### config.mk
export PLATFORM = sky130hd
export DESIGN_NAME = uart_cmd_channel
export DESIGN_NICKNAME = d
export VERILOG_FILES = /design/src/uart_cmd_pkg.sv /design/src/uart_cmd_channel.sv /design/src/uart_rx_frame.sv /design/src/uart_tx_frame.sv
export VERILOG_INCLUDE_DIRS = /design/src
export SDC_FILE = /design/constraint.sdc
export NUM_CORES = 1
export LEC_CHECK = 0
export BUFFER_PORTS_ARGS = -buffer_cell sky130_fd_sc_hd__buf_4
export CORE_MARGIN = 2
export CORE_UTILIZATION = 30
export DETAILED_ROUTE_END_ITERATION = 6
export PLACE_DENSITY = 0.43
export SLEW_MARGIN = 5
export SYNTH_ARGS = -nofsm -noshare
export SYNTH_HDL_FRONTEND = slang
export SYNTH_SLANG_ARGS = --single-unit
export TNS_END_PERCENT = 10
### constraint.sdc
create_clock -name clk -period 3.8 [get_ports clk]
set_input_delay 0.95 -clock clk [delete_from_list [all_inputs] [get_ports clk]]
set_output_delay 0.95 -clock clk [all_outputs]
set_load 0.1 [all_outputs]
### src/uart_cmd_settings.svh
`ifndef UART_CMD_SETTINGS_SVH
`define UART_CMD_SETTINGS_SVH

// number of serial lanes, 2 to 8
`define UART_CMD_NUM_CH 4

// width of a lane index, must cover UART_CMD_NUM_CH
`define UART_CMD_CH_W 2

// clock cycles per bit time
// kept small so simulation stays short; 4 or more
`define UART_CMD_CLKS_PER_BIT 16

// bit times a read waits for the reply start bit
`define UART_CMD_REPLY_BITS 40

`endif

### src/uart_cmd_pkg.sv
`default_nettype none

`include "uart_cmd_settings.svh"

package uart_cmd_pkg;

  // host command: rd/wr flag, 7-bit address, 8-bit write data
  typedef logic [15:0] cmd_t;

  // one serial payload byte
  typedef logic [7:0] byte_t;

  // lane index
  typedef logic [`UART_CMD_CH_W-1:0] ch_idx_t;

  // cycles within a bit time, also reused for the reply timeout
  typedef logic [15:0] bit_cnt_t;

  // per-lane sequencer
  typedef enum logic [2:0] {
    IDLE,
    SEND_HI,
    SEND_LO,
    WAIT_REPLY,
    HOLD
  } chan_state_t;

endpackage

`default_nettype wire

### src/uart_cmd_channel.sv
`default_nettype none

`include "uart_cmd_settings.svh"

module uart_cmd_channel
  import uart_cmd_pkg::*;
(
  input  logic  clk,
  input  logic  rst_n,
  input  logic  start,
  input  cmd_t  cmd,
  output logic  idle,
  output logic  tx,
  input  logic  rx,
  output logic  res_vld,
  output byte_t res_data,
  output logic  res_err,
  input  logic  res_take
);

  localparam bit_cnt_t TIMEOUT_CYCLES =
    bit_cnt_t'(`UART_CMD_REPLY_BITS * `UART_CMD_CLKS_PER_BIT);

  chan_state_t state_q;
  cmd_t        cmd_q;
  logic        tx_send;
  byte_t       tx_data;
  logic        tx_done;
  logic        rx_enable;
  logic        rx_start;
  logic        rx_done;
  byte_t       rx_data;
  logic        rx_err;
  logic        reply_seen_q;
  bit_cnt_t    timeout_cnt_q;
  logic        timeout;

  // high byte goes straight from the command bus so its start bit
  // shows up the cycle after acceptance
  assign tx_send = (state_q == IDLE && start) || (state_q == SEND_HI && tx_done);
  assign tx_data = (state_q == IDLE) ? cmd[15:8] : cmd_q[7:0];

  assign rx_enable = (state_q == WAIT_REPLY) && !reply_seen_q;
  assign timeout   = rx_enable && (timeout_cnt_q == TIMEOUT_CYCLES - 16'd1);

  assign idle    = (state_q == IDLE);
  assign res_vld = (state_q == HOLD);

  uart_tx_frame u_tx (
    .clk   (clk),
    .rst_n (rst_n),
    .send  (tx_send),
    .data  (tx_data),
    .busy  (),
    .done  (tx_done),
    .tx    (tx)
  );

  uart_rx_frame u_rx (
    .clk        (clk),
    .rst_n      (rst_n),
    .enable     (rx_enable),
    .rx         (rx),
    .start_seen (rx_start),
    .done       (rx_done),
    .data       (rx_data),
    .err        (rx_err)
  );

  always_ff @(posedge clk or negedge rst_n) begin
    if (!rst_n) begin
      state_q       <= IDLE;
      reply_seen_q  <= 1'b0;
      timeout_cnt_q <= '0;
    end else begin
      case (state_q)
        IDLE:    if (start) state_q <= SEND_HI;
        SEND_HI: if (tx_done) state_q <= SEND_LO;
        SEND_LO: begin
          if (tx_done) begin
            state_q       <= cmd_q[15] ? WAIT_REPLY : IDLE;
            reply_seen_q  <= 1'b0;
            timeout_cnt_q <= '0;
          end
        end
        WAIT_REPLY: begin
          if (rx_start) reply_seen_q <= 1'b1;
          if (rx_done || timeout) begin
            state_q <= HOLD;
          end else if (!reply_seen_q) begin
            timeout_cnt_q <= timeout_cnt_q + 16'd1;
          end
        end
        HOLD:    if (res_take) state_q <= IDLE;
        default: state_q <= IDLE;
      endcase
    end
  end

  always_ff @(posedge clk) begin
    if (state_q == IDLE && start) cmd_q <= cmd;
    if (state_q == WAIT_REPLY) begin
      if (rx_done) begin
        res_data <= rx_data;
        res_err  <= rx_err;
      end else if (timeout) begin
        res_data <= '0;
        res_err  <= 1'b1;
      end
    end
  end

  a_take_when_valid : assert property (
    @(posedge clk) disable iff (!rst_n) res_take |-> res_vld
  );

endmodule

`default_nettype wire

### src/uart_rx_frame.sv
`default_nettype none

`include "uart_cmd_settings.svh"

module uart_rx_frame
  import uart_cmd_pkg::*;
(
  input  logic  clk,
  input  logic  rst_n,
  input  logic  enable,
  input  logic  rx,
  output logic  start_seen,
  output logic  done,
  output byte_t data,
  output logic  err
);

  localparam bit_cnt_t CLKS_PER_BIT = bit_cnt_t'(`UART_CMD_CLKS_PER_BIT);
  localparam bit_cnt_t MID_BIT      = bit_cnt_t'(`UART_CMD_CLKS_PER_BIT / 2 - 1);

  // [0],[1] synchronizer, [2] previous synced value for edge detect
  logic [2:0] rx_sync_q;
  logic       rx_s;
  logic       active_q;
  bit_cnt_t   clk_cnt_q;
  logic [3:0] bit_idx_q;
  logic       parity_q;
  logic       sample;

  assign rx_s       = rx_sync_q[1];
  assign start_seen = enable && !active_q && rx_sync_q[2] && !rx_sync_q[1];
  assign sample     = active_q && (clk_cnt_q == MID_BIT);

  always_ff @(posedge clk or negedge rst_n) begin
    if (!rst_n) begin
      rx_sync_q <= 3'b111;
    end else begin
      rx_sync_q <= {rx_sync_q[1:0], rx};
    end
  end

  // bit 0 start, 1..8 data, 9 parity, 10 stop
  always_ff @(posedge clk or negedge rst_n) begin
    if (!rst_n) begin
      active_q  <= 1'b0;
      clk_cnt_q <= '0;
      bit_idx_q <= '0;
      done      <= 1'b0;
    end else begin
      done <= 1'b0;
      if (start_seen) begin
        active_q  <= 1'b1;
        clk_cnt_q <= '0;
        bit_idx_q <= '0;
      end else if (active_q) begin
        if (clk_cnt_q == CLKS_PER_BIT - 16'd1) begin
          clk_cnt_q <= '0;
        end else begin
          clk_cnt_q <= clk_cnt_q + 16'd1;
        end
        if (sample) begin
          bit_idx_q <= bit_idx_q + 4'd1;
          // a glitch that is high again at mid start bit ends the frame too
          if ((bit_idx_q == 4'd0 && rx_s) || bit_idx_q == 4'd10) begin
            active_q <= 1'b0;
            done     <= 1'b1;
          end
        end
      end
    end
  end

  always_ff @(posedge clk) begin
    if (start_seen) begin
      parity_q <= 1'b0;
    end else if (sample) begin
      case (bit_idx_q)
        4'd0: begin
          if (rx_s) begin
            data <= '0;
            err  <= 1'b1;
          end
        end
        4'd9:  parity_q <= parity_q ^ rx_s;
        4'd10: err <= !parity_q || !rx_s;
        default: begin
          parity_q <= parity_q ^ rx_s;
          data     <= {rx_s, data[7:1]};
        end
      endcase
    end
  end

  a_done_pulse : assert property (
    @(posedge clk) disable iff (!rst_n) done |=> !done
  );

endmodule

`default_nettype wire

### src/uart_tx_frame.sv
`default_nettype none

`include "uart_cmd_settings.svh"

module uart_tx_frame
  import uart_cmd_pkg::*;
(
  input  logic  clk,
  input  logic  rst_n,
  input  logic  send,
  input  byte_t data,
  output logic  busy,
  output logic  done,
  output logic  tx
);

  localparam bit_cnt_t CLKS_PER_BIT = bit_cnt_t'(`UART_CMD_CLKS_PER_BIT);

  // bits still to go after the start bit: data lsb first, parity, stop
  logic [9:0] shift_q;
  logic [3:0] bits_left_q;
  bit_cnt_t   clk_cnt_q;
  logic       running_q;
  logic       bit_end;
  logic       last_cycle;

  assign bit_end    = running_q && (clk_cnt_q == CLKS_PER_BIT - 16'd1);
  assign last_cycle = bit_end && (bits_left_q == 4'd0);

  // done marks the final stop-bit cycle
  assign done = last_cycle;
  // already free in that cycle, so a second frame can follow with no gap
  assign busy = running_q && !last_cycle;

  always_ff @(posedge clk or negedge rst_n) begin
    if (!rst_n) begin
      running_q   <= 1'b0;
      tx          <= 1'b1;
      clk_cnt_q   <= '0;
      bits_left_q <= '0;
    end else if (send) begin
      running_q   <= 1'b1;
      tx          <= 1'b0;
      clk_cnt_q   <= '0;
      bits_left_q <= 4'd10;
    end else if (bit_end) begin
      clk_cnt_q <= '0;
      if (bits_left_q == 4'd0) begin
        running_q <= 1'b0;
      end else begin
        tx          <= shift_q[0];
        bits_left_q <= bits_left_q - 4'd1;
      end
    end else if (running_q) begin
      clk_cnt_q <= clk_cnt_q + 16'd1;
    end
  end

  // odd parity: xnor of the data bits
  always_ff @(posedge clk) begin
    if (send) begin
      shift_q <= {1'b1, ~^data, data};
    end else if (bit_end) begin
      shift_q <= {1'b1, shift_q[9:1]};
    end
  end

  // the lane sequencer must wait for the frame in flight
  a_no_send_while_busy : assert property (
    @(posedge clk) disable iff (!rst_n) send |-> !busy
  );

endmodule

`default_nettype wire
==> results of run 1 <==
-- Yosys cell counts (4+ instances only) --
cell type	number
xnor2_1	26
xor2_1	13
clkbuf_1	8
inv_1	16
a21o_1	4
nor3_1	17
dfrtp_1	63
nor2b_1	11
nor4_1	11
edfxtp_1	36
buf_2	5
dfstp_2	4
nand4_1	12
nand2b_1	4
and2_1	13
or4_1	4
o21a_1	8
nand3_1	17
nor2_1	44
ha_1	9
nand2_1	32
o21ai_0	14
and3_1	13
a21oi_1	24
mux2i_1	7
mux2_2	12
mux2_4	5
or3_1	4
a31oi_1	6
-- state kept, by name (all words and copies together) (netlist names), 3 cells and up --
register / flops
timeout_cnt_q: 16
u_rx.clk_cnt_q: 16
u_tx.clk_cnt_q: 16
cmd_q: 9
u_tx.shift_q: 9
res_data: 8
u_rx.data: 8
u_rx.bit_idx_q: 4
u_tx.bits_left_q: 4
state_q: 3
u_rx.rx_sync_q: 3
-- metrics by stage --
step	total power [mW]	TNS (ns)	hold WS, ns	instance area (um2)	std cells
after floorplan	1.77	-0.0267	0.345	5230	482
after global placement	1.89	0	0.372	5690	725
after detailed placement	1.90	0	0.372	5690	725
after CTS	2.88	0	0.371	5990	741
after global routing	2.98	0	0.382	5990	741
final	2.83	0	0.374	5990	741
-- layer usage --
metal / track usage, % / vias up / part of all wire [%]
met5: 0 / - / 0
met3: 2.95 / 12 / 2.9
met4: 4.69 / 0 / 1.6
met1: 17.0 / 1738 / 49
li1: - / 1784 / -
met2: 19.3 / 53 / 46
-- worst paths after layout --
| path | slack (ns) | depth (start not counted) | end |
|---|---|---|---|
| max in group asynchronous | 2.47 | 1 | u_tx.clk_cnt_q[14]$_DFFE_PN0P_ |
| hold / removal | 0.37 | 0 | u_rx.rx_sync_q[1]$_DFF_PN1_ |
| min in group asynchronous | 0.72 | 1 | timeout_cnt_q[3]$_DFFE_PN0P_ |
| hold reg to reg | 0.37 | 0 | u_rx.rx_sync_q[1]$_DFF_PN1_ |
| setup reg to reg | 1.08 | 6 | u_tx.shift_q[1]$_DFFE_PP_ |
| setup / recovery | 1.04 | 2 | idle |
-- cells by family (layout without fill, tap and decap cells) --
group,count (synthesis),after routing
flip-flops,104,104
buffers and inverters,33,67
multiplexers,24,24
XOR/XNOR,39,39
AO/OA/AOI/OAI,72,72
AND/OR/NAND/NOR,201,201
adder cells (fa/ha/maj),9,9
-- power breakdown --
part           internal [mW]  switching [mW]
Sequential              1.28           0.111
Clock                  0.519           0.441
Combinational          0.205           0.273
-- area by class of cell --
cell class	count	area share (%)
Tap cell	225	4.70
Clock inverter	7	1.25
Sequential cell	104	46.5
Clock buffer	9	3.76
Multi-Input combinational cell	345	38.4
Inverter	16	1.00
Timing Repair Buffer	35	4.39
==> results.md, run 1 <==
- FMAX: around 360 MHz
- Critical Path, Cell by Cell: nor3_1 -> buf_4
- Port buffer count: 32
- Setup violators final: 0
- Number of CTS-inserted buffers: 9
- Yosys top cell area share: 30.2%
- Mapped Cells: just under 500
- Hold Buf Count CTS: 0
- Slew Viols, Final: 0
- Site row count: 48
- DR WL/cell: about 15 um
- CP Launch Type: flip-flop
- Avg Inst Size Synth: 10.8 um2
- Clk slew on worst S/H paths: 0.07 ns
- Post-synthesis adder-cell area fraction: roughly 2.2%
- Ant. Diodes: 0
- Worst Path Buf+Inv: 1
- Max Clock Skew: 0.00992 ns
- Crit Path Class: reg2out
- Combinational family with the most area after synthesis: simple AND/OR/NAND/NOR gates
- Yosys warning count: 0
- Fin crit share: 72.7%
- DR iter-0 viols: approximately 220
- Layout net count: approximately 540
- Mux cell area share after synthesis: under 10%
- CP peak stage delay: about 0.63 ns
- Leak Pwr: approximately 2.4 nW
- Pre-CTS WS: 1.05 ns
- CP endpoint kind: output port
- Slew @ Worst Pin: approximately 1.0 ns
- Hold Path Origin: u_rx.rx_sync_q[0]$_DFF_PN1_
- Post-route DRC: 0
- Antenna Nets Post-Route: 0
- Post-CTS setup buffer count: 0
- First-pass GRT wire length: 18.2 mm
- Max-cap violations: 0
- VDD IR max: about 230 uV
- Grt total ovfl: 0
- Layout Utilization: about a third
- Filler Cell Count: roughly 1800
- Max Root-Sink Buffers: 2
- Crit path arrival time: ~1.8 ns
- Worst rel slew slack: between 30% and 40%
- Starting density of the core: between 30 and 40%
- Synth Area in Simple Gates: around a fifth
- Pin count of the biggest net entering global routing: 68
- CTS Root Cell: clkbuf_16
- RR Startpoint: u_tx.clk_cnt_q[0]$_DFFE_PN0P_
- Vias in the first global route: roughly 3600
- Synth Area in XOR/XNOR: under 10%
- CTS sink cnt: ~100
- Post-synth EDFFs: 36
- Share of cells above drive strength 1: 15.9%
- CP top delay family: flip-flops
- Compound-Gate Fraction of Synth Area: 8.96%
- Worst hold path type: reg2reg
- Die Wd: 136 um
- Sequential area share after synthesis: 53.3%
- #FFs+latches synth: roughly 100
- Largest fanout on the critical path: 16
- DRT Pass-1 Iters: 4
- Syn_nets: just over 500
- Core area: approximately 17000 um2
- Worst setup margin: between 1 and 1.5 ns
- Register area: between 2000 and 3000 um2
- Status: finished clean
- CP Launch Point: state_q[0]$_DFFE_PN0P_
- H-tree levels: 3
- Post-CTS sizing: 0
- Netlist Area Pre-Place: 5220 um2
- CTS tree: built
- Via-per-instance ratio: 4.84
- Post-synth top flop: dfrtp_1
- Most common cell after layout, fill and taps aside: dfrtp_1
- CP required: roughly 2.9 ns
- Min cycle time layout: approximately 2.8 ns
- Most frequent cells in the layout: 63 x dfrtp_1, 44 x nor2_1, 36 x edfxtp_1
- WL final: roughly 11 mm
- Syn-to-layout area delta: 14.6%
- Post-synthesis cell type count: 59
- Latest clock arrival within the worst-skew pair: ~0.35 ns
- Pwr per Cell Area: 472 nW/um2
- Die H: 136 um
- Share of flip-flops with an asynchronous set or reset: 64.4%
- Die area: 18500 um2
- GPL Wtd Cong: approximately 0.76
- Vias post-DR: between 3000 and 4000
- Io pins: 33
- Antenna violations before repair: 0
- Fin. Hold Viols: 0
- Dominant cell type by area after synthesis: dfrtp_1
- Unrepaired setup endpoints after global routing: no
- Multi-input logic area: between 2000 and 2500 um2
- Most area-consuming cells after synthesis: dfrtp_1 30%, edfxtp_1 21%, xnor2_1 4.4%
- Critical path's slowest cell: dfrtp_1
- Gr usage total: 12.5%
- HPWL Detailed: about 7.4 mm
No activity file was read; power rests on OpenSTA's default activity.
==> run 2: changes to the inputs <==
- clock period: 3.8 -> 2.7 ns (I/O delays scaled with it)
==> results.md, run 2 (same netlist as run 1, synthesis figures left out) <==
- Status: finished clean
- Share of cells above drive strength 1: approximately 17%
- Antenna Nets Post-Route: 0
- Post-CTS setup buffer count: 0
- Min cycle time layout: ~2.4 ns
- Crit path arrival time: approximately 1.7 ns
- Die Wd: 136 um
- Worst rel slew slack: 42.3%
- Setup violators final: 0
- Slew @ Worst Pin: 0.866 ns
- Placed Area: 5770 um2
- Vias post-DR: between 3000 and 4000
- Reg-to-reg slack, setup: 0.38 ns
- Total power: around 4.1 mW
- HPWL Detailed: between 7 and 8 mm
- Gr usage total: about 13%
- Die area: between 15000 and 20000 um2
- Max Clock Skew: about 0.007 ns
- Placed Cells: 735
- Starting density of the core: 30.4%
- Filler Cell Count: 1740
- CP required: 2.03 ns
- Met2 WL post-DR: about 5.2 mm
- Largest fanout on the critical path: 10
- Pin count of the biggest net entering global routing: 52
- CTS tree: built
- CTS sink cnt: between 100 and 150
- Top sig layer: met4
- Core area: around 17000 um2
- GPL Wtd Cong: around 0.8
- Port buffer count: 32
- Antenna violations before repair: 0
- Worst setup margin: ~0.28 ns
- Die H: between 100 and 150 um
- Clk slew on worst S/H paths: approximately 0.070 ns
- FMAX: between 400 and 500 MHz
- Design area: about 6100 um2
- Unrepaired setup endpoints after global routing: no
- H-tree levels: 3
- Layout Utilization: between 30% and 40%
- Setup TNS: 0 ns
- Syn-to-layout area delta: 16.9%
- Max-cap violations: 0
- First-pass GRT wire length: 18.1 mm
- DR WL/cell: around 15 um
- CTS Root Cell: clkbuf_16
- Via-per-instance ratio: between 4 and 5
- Metal-1 WL: around 5.3 mm
- Layout net count: between 500 and 600
- Number of CTS-inserted buffers: 9
- Crit Path Class: reg2out
- Met3 wire len: between 200 and 300 um
- Top flop regs: timeout_cnt_q (16), u_rx.clk_cnt_q (16), u_tx.clk_cnt_q (16)
- Grt total ovfl: 0
- Pre-CTS WS: 0.394 ns
- Finished Layout Cells: around 750
- Worst hold path type: in2async
- Io pins: 33
- Fin crit share: between 80% and 90%
- Ant. Diodes: 0
- Post-route DRC: 0
- Pwr per Cell Area: between 600 and 700 nW/um2
- CP Launch Type: flip-flop
- Worst hold slack: 0.196 ns
- CP endpoint kind: output port
- Fin. Hold Viols: 0
- Site row count: 48
- Latest clock arrival within the worst-skew pair: about 0.35 ns
- Post-CTS sizing: 0
- WL final: about 11 mm
- Leak Pwr: around 2.5 nW
- Hold Buf Count CTS: 0
- DR iter-0 viols: approximately 250
- Max Root-Sink Buffers: 2
- DRT Pass-1 Iters: 7
- Most common cell after layout, fill and taps aside: dfrtp_1
- Most frequent cells in the layout: 63 x dfrtp_1, 44 x nor2_1, 44 x buf_4
- Slew Viols, Final: 0
- Vias in the first global route: 3600
- VDD IR max: between 300 and 400 uV
run 2: power breakdown:
group          leakage (nW)  internal (mW)  switching (mW)  total (mW)
combinational          1.10          0.315           0.416       0.731
sequential             1.23           1.80           0.133        1.93
clock                 0.162          0.867           0.581        1.45
run 2: final timing paths:
path,start,end,cells after the start
max in group asynchronous,rst_n,u_tx.tx$_DFFE_PN1P_,2
min in group clk,u_rx.rx_sync_q[0]$_DFF_PN1_,u_rx.rx_sync_q[1]$_DFF_PN1_,0
min reg2reg,u_rx.rx_sync_q[0]$_DFF_PN1_,u_rx.rx_sync_q[1]$_DFF_PN1_,0
min,rst_n,timeout_cnt_q[1]$_DFFE_PN0P_,1
max,state_q[0]$_DFFE_PN0P_,idle,3
max reg2reg,u_tx.clk_cnt_q[0]$_DFFE_PN0P_,u_tx.shift_q[0]$_DFFE_PP_,7
run 2: critical path, cell delays in order, from the launching register on:
cell and delay, ns:
dfrtp_1 0.48, buf_4 0.23, nor3_1 0.32, buf_4 0.37
run 2: area by class of cell:
type                    count  area (um2)  area share [%]
flip-flops and latches    104        2780            45.6
multi-input cells         345        2300            37.7
repair buffers             45         350            5.74
well taps                 225         282            4.61
clock buffers              11         254            4.16
clock inverters             5        77.6            1.27
inverters                  16        60.1           0.984
run 2: metal layers:
metal	up-vias	track usage [%]
met5	-	0
met1	1785	16.7
li1	1808	-
met4	0	5.56
met3	12	2.13
met2	42	19.9
